==> config.mk <==
export PLATFORM = sky130hd
export DESIGN_NAME = uart_rx_top
export DESIGN_NICKNAME = d
export VERILOG_FILES = /design/src/rtl/uart_rx_pkg.sv /design/src/rtl/rx_char_if.sv /design/src/rtl/uart_baud_gen.sv /design/src/rtl/uart_receiver.sv /design/src/rtl/rx_char_buffer.sv /design/src/rtl/uart_rx_top.sv
export SDC_FILE = /design/constraint.sdc
export NUM_CORES = 1
export LEC_CHECK = 0
export ABC_CLOCK_PERIOD_IN_PS = 2800
export BUFFER_PORTS_ARGS = -buffer_cell sky130_fd_sc_hd__buf_2
export CORE_MARGIN = 8
export CORE_UTILIZATION = 52
export CTS_CLUSTER_DIAMETER = 100
export DETAILED_ROUTE_END_ITERATION = 16
export GPL_TIMING_DRIVEN = 1
export HOLD_SLACK_MARGIN = 0.15
export PLACE_DENSITY_LB_ADDON = 0.12
export SLEW_MARGIN = 20
export SYNTH_ARGS = -nofsm -noshare
export SYNTH_HDL_FRONTEND = slang
export SYNTH_SLANG_ARGS = --single-unit
==> constraint.sdc <==
create_clock -name clk -period 2.8 [get_ports clk]
set_clock_uncertainty 0.05 [all_clocks]
set_input_delay 0.14 -clock clk [delete_from_list [all_inputs] [get_ports clk]]
set_output_delay 0.14 -clock clk [all_outputs]
set_load 0.05 [all_outputs]
==> src/rtl/uart_rx_pkg.sv <==
`default_nettype none

package uart_rx_pkg;

    // Receiver ticks per bit period.
    localparam int OVERSAMPLE = 16;

    // Width of a received character. Shorter frames are right-aligned.
    localparam int DATA_W = 8;

    typedef enum logic [1:0] {
        data_bits_5,
        data_bits_6,
        data_bits_7,
        data_bits_8
    } data_bits_e;

    typedef enum logic {
        parity_even,
        parity_odd
    } parity_e;

    typedef enum logic {
        stop_bits_1,
        stop_bits_2
    } stop_bits_e;

    // Entry count at which the FIFO raises its trigger flag.
    typedef enum logic [1:0] {
        trig_1,
        trig_quarter,
        trig_half,
        trig_near_full
    } trig_level_e;

    typedef enum logic [2:0] {
        rx_idle,
        rx_start,
        rx_data,
        rx_parity,
        rx_stop
    } rx_state_e;

endpackage

`default_nettype wire

==> src/rtl/rx_char_if.sv <==
`default_nettype none

interface rx_char_if;

    import uart_rx_pkg::*;

    logic [DATA_W-1:0] data;
    logic              parity_err;
    logic              stop_err;

    // One-cycle strobe; the other fields are only meaningful while it is high.
    logic              valid;

    modport source (
        output data,
        output parity_err,
        output stop_err,
        output valid
    );

    modport sink (
        input data,
        input parity_err,
        input stop_err,
        input valid
    );

endinterface

`default_nettype wire

==> src/rtl/uart_baud_gen.sv <==
`default_nettype none

module uart_baud_gen #(
    parameter int CLK_DIV = 27
) (
    input  wire logic clk,
    input  wire logic rst_i,
    input  wire logic rx_en_i,
    output logic      tick_o
);

    localparam int CNT_W = (CLK_DIV > 1) ? $clog2(CLK_DIV) : 1;

    logic [CNT_W-1:0] div_cnt;
    logic             wrap;

    assign wrap = (div_cnt == CNT_W'(CLK_DIV - 1));

    // The divider holds at zero while reception is disabled, so the first
    // tick after enabling comes a full CLK_DIV clocks later.
    always_ff @(posedge clk) begin
        if (rst_i) begin
            div_cnt <= '0;
            tick_o  <= 1'b0;
        end else if (!rx_en_i) begin
            div_cnt <= '0;
            tick_o  <= 1'b0;
        end else if (wrap) begin
            div_cnt <= '0;
            tick_o  <= 1'b1;
        end else begin
            div_cnt <= div_cnt + 1'b1;
            tick_o  <= 1'b0;
        end
    end

endmodule

`default_nettype wire

==> src/rtl/uart_receiver.sv <==
`default_nettype none

module uart_receiver (
    input  wire logic                   clk,
    input  wire logic                   rst_i,
    input  wire logic                   tick_i,
    input  wire logic                   rx_i,
    input  wire logic                   parity_en_i,
    input  wire uart_rx_pkg::parity_e    parity_type_i,
    input  wire uart_rx_pkg::stop_bits_e stop_bit_num_i,
    input  wire uart_rx_pkg::data_bits_e data_bit_num_i,
    rx_char_if.source                   char_o
);

    import uart_rx_pkg::*;

    localparam int TICK_W   = $clog2(OVERSAMPLE);
    localparam int BIT_W    = $clog2(DATA_W);
    localparam int HALF_BIT = OVERSAMPLE / 2;
    localparam int MIN_BITS = 5;

    logic              rx_meta;
    logic              rx_sync;
    rx_state_e         state_q;
    logic [TICK_W-1:0] tick_cnt;
    logic [BIT_W-1:0]  bit_cnt;
    logic [BIT_W-1:0]  last_bit;
    logic [DATA_W-1:0] shift_q;
    logic              parity_err_q;
    logic              stop_err_q;
    logic              valid_q;
    logic              bit_done;
    logic              start_ok;
    logic              sample_data;

    // Two-flop synchronizer. The line idles high.
    always_ff @(posedge clk) begin
        if (rst_i) begin
            rx_meta <= 1'b1;
            rx_sync <= 1'b1;
        end else begin
            rx_meta <= rx_i;
            rx_sync <= rx_meta;
        end
    end

    // Index of the last data bit, 4 to 7.
    assign last_bit = BIT_W'(MIN_BITS - 1) + BIT_W'(data_bit_num_i);

    // A bit midpoint is reached on the 16th tick after the previous sample.
    assign bit_done = tick_i && (tick_cnt == TICK_W'(OVERSAMPLE - 1));

    assign start_ok = (state_q == rx_start) && tick_i &&
                      (tick_cnt == TICK_W'(HALF_BIT - 1)) && !rx_sync;

    assign sample_data = (state_q == rx_data) && bit_done;

    always_ff @(posedge clk) begin
        if (rst_i) begin
            state_q      <= rx_idle;
            tick_cnt     <= '0;
            bit_cnt      <= '0;
            parity_err_q <= 1'b0;
            stop_err_q   <= 1'b0;
            valid_q      <= 1'b0;
        end else begin
            valid_q <= 1'b0;
            if (tick_i) begin
                tick_cnt <= bit_done ? '0 : tick_cnt + 1'b1;
            end

            case (state_q)
                rx_idle: begin
                    tick_cnt <= '0;
                    if (tick_i && !rx_sync) begin
                        state_q <= rx_start;
                    end
                end

                rx_start: begin
                    // Check the start bit again half a bit after the edge.
                    // A glitch sends the receiver back to idle.
                    if (tick_i && tick_cnt == TICK_W'(HALF_BIT - 1)) begin
                        tick_cnt <= '0;
                        if (start_ok) begin
                            state_q      <= rx_data;
                            bit_cnt      <= '0;
                            parity_err_q <= 1'b0;
                            stop_err_q   <= 1'b0;
                        end else begin
                            state_q <= rx_idle;
                        end
                    end
                end

                rx_data: begin
                    if (bit_done) begin
                        if (bit_cnt == last_bit) begin
                            bit_cnt <= '0;
                            state_q <= parity_en_i ? rx_parity : rx_stop;
                        end else begin
                            bit_cnt <= bit_cnt + 1'b1;
                        end
                    end
                end

                rx_parity: begin
                    if (bit_done) begin
                        // Unused upper data bits are zero and add nothing.
                        parity_err_q <= (^{shift_q, rx_sync}) ^ (parity_type_i == parity_odd);
                        state_q      <= rx_stop;
                    end
                end

                rx_stop: begin
                    if (bit_done) begin
                        if (!rx_sync) begin
                            stop_err_q <= 1'b1;
                        end
                        if (stop_bit_num_i == stop_bits_2 && bit_cnt == '0) begin
                            bit_cnt <= BIT_W'(1);
                        end else begin
                            state_q <= rx_idle;
                            valid_q <= 1'b1;
                        end
                    end
                end

                default: begin
                    state_q <= rx_idle;
                end
            endcase
        end
    end

    // Data bits arrive LSB first and land at their final position.
    always_ff @(posedge clk) begin
        if (start_ok) begin
            shift_q <= '0;
        end else if (sample_data) begin
            shift_q[bit_cnt] <= rx_sync;
        end
    end

    assign char_o.data       = shift_q;
    assign char_o.parity_err = parity_err_q;
    assign char_o.stop_err   = stop_err_q;
    assign char_o.valid      = valid_q;

    valid_is_pulse: assert property (
        @(posedge clk) disable iff (rst_i)
        valid_q |=> !valid_q
    ) else $error("receiver valid high in two adjacent cycles");

    tick_cnt_range: assert property (
        @(posedge clk) disable iff (rst_i)
        tick_cnt <= TICK_W'(OVERSAMPLE - 1)
    ) else $error("receiver tick counter out of range");

endmodule

`default_nettype wire

==> src/rtl/rx_char_buffer.sv <==
`default_nettype none

module rx_char_buffer #(
    parameter int FIFO_DEPTH = 16
) (
    input  wire logic                      clk,
    input  wire logic                      rst_i,
    rx_char_if.sink                        char_i,
    input  wire logic                      fifo_en_i,
    input  wire uart_rx_pkg::trig_level_e   fifo_rx_trig_level_i,
    input  wire logic                      fifo_rx_pop_i,
    output logic [uart_rx_pkg::DATA_W-1:0] data_o,
    output logic                           data_valid_o,
    output logic                           parity_err_o,
    output logic                           stop_bit_err_o,
    output logic                           fifo_rx_triggered_o,
    output logic                           fifo_rx_empty_o,
    output logic                           fifo_rx_full_o
);

    import uart_rx_pkg::*;

    localparam int PTR_W   = $clog2(FIFO_DEPTH);
    localparam int CNT_W   = PTR_W + 1;
    localparam int ENTRY_W = DATA_W + 2;
    localparam logic [CNT_W-1:0] DEPTH_CNT = CNT_W'(FIFO_DEPTH);

    // Entry layout is {parity_err, stop_err, data}.
    logic [ENTRY_W-1:0] mem [FIFO_DEPTH];
    logic [ENTRY_W-1:0] head;
    logic [PTR_W-1:0]   wr_ptr;
    logic [PTR_W-1:0]   rd_ptr;
    logic [CNT_W-1:0]   count;
    logic [CNT_W-1:0]   trig_count;
    logic               push;
    logic               pop;

    assign fifo_rx_empty_o = (count == '0);
    assign fifo_rx_full_o  = (count == DEPTH_CNT);

    // A character that meets a full buffer is lost.
    assign push = fifo_en_i && char_i.valid && !fifo_rx_full_o;
    assign pop  = fifo_rx_pop_i && !fifo_rx_empty_o;

    always_ff @(posedge clk) begin
        if (push) begin
            mem[wr_ptr] <= {char_i.parity_err, char_i.stop_err, char_i.data};
        end
    end

    assign head = mem[rd_ptr];

    always_ff @(posedge clk) begin
        if (rst_i) begin
            wr_ptr <= '0;
            rd_ptr <= '0;
            count  <= '0;
        end else begin
            if (push) begin
                wr_ptr <= wr_ptr + 1'b1;
            end
            if (pop) begin
                rd_ptr <= rd_ptr + 1'b1;
            end
            case ({push, pop})
                2'b10:   count <= count + 1'b1;
                2'b01:   count <= count - 1'b1;
                default: count <= count;
            endcase
        end
    end

    always_comb begin
        case (fifo_rx_trig_level_i)
            trig_1:       trig_count = CNT_W'(1);
            trig_quarter: trig_count = CNT_W'(FIFO_DEPTH / 4);
            trig_half:    trig_count = CNT_W'(FIFO_DEPTH / 2);
            default:      trig_count = CNT_W'(FIFO_DEPTH - 2);
        endcase
    end

    assign fifo_rx_triggered_o = (count >= trig_count);

    // In bypass mode the receiver strobe passes straight to the output.
    always_comb begin
        if (fifo_en_i) begin
            data_o         = head[DATA_W-1:0];
            stop_bit_err_o = head[DATA_W];
            parity_err_o   = head[DATA_W+1];
            data_valid_o   = !fifo_rx_empty_o;
        end else begin
            data_o         = char_i.data;
            stop_bit_err_o = char_i.stop_err;
            parity_err_o   = char_i.parity_err;
            data_valid_o   = char_i.valid;
        end
    end

    count_bound: assert property (
        @(posedge clk) disable iff (rst_i)
        count <= DEPTH_CNT
    ) else $error("FIFO count exceeds depth");

    push_pop_balance: assert property (
        @(posedge clk) disable iff (rst_i)
        push && pop |=> $stable(count)
    ) else $error("FIFO count changed on simultaneous push and pop");

endmodule

`default_nettype wire

==> src/rtl/uart_rx_top.sv <==
`default_nettype none

module uart_rx_top #(
    parameter int CLK_DIV    = 27,
    parameter int FIFO_DEPTH = 16
) (
    input  wire logic                      clk,
    input  wire logic                      rst_i,
    input  wire logic                      rx_en_i,
    input  wire logic                      rx_i,
    input  wire logic                      parity_en_i,
    input  wire logic                      parity_type_i,
    input  wire logic                      stop_bit_num_i,
    input  wire logic [1:0]                data_bit_num_i,
    input  wire logic                      fifo_en_i,
    input  wire logic [1:0]                fifo_rx_trig_level_i,
    input  wire logic                      fifo_rx_pop_i,
    output logic [uart_rx_pkg::DATA_W-1:0] data_o,
    output logic                           data_valid_o,
    output logic                           parity_err_o,
    output logic                           stop_bit_err_o,
    output logic                           fifo_rx_triggered_o,
    output logic                           fifo_rx_empty_o,
    output logic                           fifo_rx_full_o
);

    import uart_rx_pkg::*;

    logic tick;

    rx_char_if rx_char ();

    uart_baud_gen #(
        .CLK_DIV (CLK_DIV)
    ) i_baud_gen (
        .clk     (clk),
        .rst_i   (rst_i),
        .rx_en_i (rx_en_i),
        .tick_o  (tick)
    );

    uart_receiver i_receiver (
        .clk            (clk),
        .rst_i          (rst_i),
        .tick_i         (tick),
        .rx_i           (rx_i),
        .parity_en_i    (parity_en_i),
        .parity_type_i  (parity_e'(parity_type_i)),
        .stop_bit_num_i (stop_bits_e'(stop_bit_num_i)),
        .data_bit_num_i (data_bits_e'(data_bit_num_i)),
        .char_o         (rx_char.source)
    );

    rx_char_buffer #(
        .FIFO_DEPTH (FIFO_DEPTH)
    ) i_char_buffer (
        .clk                  (clk),
        .rst_i                (rst_i),
        .char_i               (rx_char.sink),
        .fifo_en_i            (fifo_en_i),
        .fifo_rx_trig_level_i (trig_level_e'(fifo_rx_trig_level_i)),
        .fifo_rx_pop_i        (fifo_rx_pop_i),
        .data_o               (data_o),
        .data_valid_o         (data_valid_o),
        .parity_err_o         (parity_err_o),
        .stop_bit_err_o       (stop_bit_err_o),
        .fifo_rx_triggered_o  (fifo_rx_triggered_o),
        .fifo_rx_empty_o      (fifo_rx_empty_o),
        .fifo_rx_full_o       (fifo_rx_full_o)
    );

endmodule

`default_nettype wire

==> reports/results.txt <==
Yosys cell types: 54
Syn Area/Cell: 15.1 um^2
Max Slew Vio Count: 0
Core area: 16,600 um^2
Unrepaired setup endpoints after global routing: no
Initial drt markers: 354
Synthesized area: 8800 um^2
GR Layer Usage met2: 27.3%
Min Clock Period, post-route: 2.67 ns
Worst-case clock buffer depth: 3
Async SR Flop Fraction: 0%
Fraction of layout instances using a drive strength above 1: 21.4%
Multi-input gate area: 2830 um^2
Grt peak-use layer: met2
Commonest non-fill, non-tap cells in the layout: edfxtp_1, nor2_1, dfxtp_1
Register area: 5730 um^2
Setup CP Type: register to primary output
First-pass GRT wire length: 27,700 um
Filler cells: 1,276
Placement Rows: 47
FF+latch count, synth: 206
Final hold vios: 0
Area Growth Syn to Fin: 14.4%
Drt pass-1 iters: 4
Via count of the first global-routing pass: 5,184
WP data arrival: 2.48 ns
F_max: 374 MHz
Clk root buf: clkbuf_16
GP Congestion: 0.813
Total I/O pin count: 27
Post-synthesis sequential area ratio: 65.1%
Htree depth: 1
CTS Buf Count: 21
Die W: 146 um
Max VDD drop: 0.000384 V
Initial antenna violation count: 0
Mapped Cells: 582
Final WL: 17,300 um
Die Y: 146 um
Rel. slew slack: 45.0%
Setup ws final: 0.126 ns
CP Capture Type: primary output
Via density: 5.66
Met1 Use GR: 21.5%
Syn Nets: 611
Initial Utilization: 53.0%
Post-DRT Antenna Nets: 0
Worst EP required: 2.61 ns
Post-DP HPWL: 10,900 um
Leakage: 0.00365 uW
CTS tree: built
Worst slack at placement: 0.220 ns
Vias post-DR: 4,975
Worst Path Max Fanout: 8
Commonest non-fill, non-tap cell in the layout: edfxtp_1
M3 GR Usage: 2.44%
Main flop type after synthesis: edfxtp_1
Gr ovfl total: 0
Setup TNS: 0 ns
Total Routing Usage GR: 16.3%
Total power: 6680 uW
Final net count: 673
MaxCap Viol Count: 0
Die area: 21,300 um^2
DRC viols: 0
# diodes: 0
Clock Sinks: 206
Clk slew on worst S/H paths: 0.06 ns
Avg WL per Cell: 19.7 um
Post-DP Area: 9320 um^2
Worst slew pin tran: 0.824 ns
Worst-skew pair later-pin latency: 0.49 ns
# port buffers: 26
Status: complete, no violations
Number of enable flip-flop cells after synthesis: 160
Final Instance Area: 10,100 um^2
P per Cell Area: 664 nW/um^2
Setup-failing EPs final: 0
Ratio of final minimum period to clock period: 95.5%
Worst min-delay path category: input pin to register
Largest net degree at the start of global routing: 41
Crit path launch type: register
Yosys warns: 0
cell type report:
class	instances	area share, %
Clock buffer	29	5.52
Sequential cell	206	57.0
Multi-Input combinational cell	320	28.2
Inverter	24	0.895
Clock inverter	9	0.448
Timing Repair Buffer	71	5.27
Tap cell	220	2.74
final timing paths:
kind / depth (start not counted) / endpoint / from / slack [ns]
worst max-delay path: 6 / parity_err_o / register / 0.13
worst min-delay path: 6 / i_char_buffer.count[3]$_SDFFE_PP0P_ / fifo_en_i / 0.22
worst max register to register: 9 / i_char_buffer.count[4]$_SDFFE_PP0P_ / i_char_buffer.count[2]$_SDFFE_PP0P_ / 0.23
worst min register to register: 1 / i_receiver.rx_sync$_SDFF_PP1_ / i_receiver.rx_meta$_SDFF_PP1_ / 0.36
timing repair:
action | in CTS | in global routing
setup endpoints to repair | 4 | 10
cloned | 0 | 1
hold buffers | 8 | 0
setup buffers | 0 | 3
resized for setup | 1 | 1
pin swaps | 0 | 0
endpoints found under the hold margin | 30 | 0
cell usage after synthesis, drive strengths merged (5+ instances only):
library cell	n	area, um^2
nor3	10	50.1
nand4	5	31.3
clkbuf	17	63.8
inv	24	90.1
dfxtp	46	921
xor2	10	87.6
mux2	20	225
a211oi	5	37.5
nand3	14	70.1
nand2	25	93.8
buf	15	92.6
a22oi	10	75.1
o21ai	16	80.1
a21oi	12	60.1
mux2i	11	110
xnor2	15	131
ha	16	200
mux4	40	950
nor2	58	218
edfxtp	160	4800
worst max-delay path, stage by stage, from the launching register on:
cell and delay [ns]:
dfxtp_4 0.43, buf_4 0.20, mux4_2 0.51, mux2_2 0.28
a22oi_1 0.22, o21ai_1 0.13, buf_2 0.23
registers in the layout (all words and copies together) (netlist names), named ones only:
| register | cells |
|---|---|
| i_baud_gen.div_cnt | 5 |
| i_baud_gen.tick_o | 1 |
| i_char_buffer.count | 5 |
| i_char_buffer.mem | 160 |
| i_char_buffer.rd_ptr | 4 |
| i_char_buffer.wr_ptr | 4 |
| i_receiver.bit_cnt | 3 |
| i_receiver.char_o.data | 8 |
| i_receiver.char_o.parity_err | 1 |
| i_receiver.char_o.stop_err | 1 |
| i_receiver.char_o.valid | 1 |
| i_receiver.rx_meta | 1 |
| i_receiver.rx_sync | 1 |
| i_receiver.state_q | 3 |
| i_receiver.tick_cnt | 4 |
power by group:
group          internal (uW)  switching (uW)  leakage, uW
logic                    414             486      0.00128
clock network           1390            1070     0.000289
registers               3270            47.6      0.00208
layer usage:
layer / vias up / wire length (um)
met2: 129 / 8400
met3: 29 / 1150
met4: 0 / 357
met5: - / 0
li1: 2352 / -
met1: 2465 / 7390
per-stage QoR:
step / utilization (%) / instances / hold WS [ns]
floorplan: - / 582 / 0.194
global placement: 56.2 / 829 / 0.284
detailed placement: 56.2 / 829 / 0.287
CTS: 60.3 / 875 / 0.204
global route: 60.7 / 879 / 0.341
finish: 60.7 / 879 / 0.220
cells by family after synthesis:
group                    share of synthesized area (%)
adder cells (fa/ha/maj)                           2.28
AO/OA/AOI/OAI                                     4.41
XOR/XNOR                                          2.49
flip-flops                                        65.1
AND/OR/NAND/NOR                                   8.33
multiplexers                                      14.6
buffers and inverters                             2.80
(Power assumes the default switching activity.)
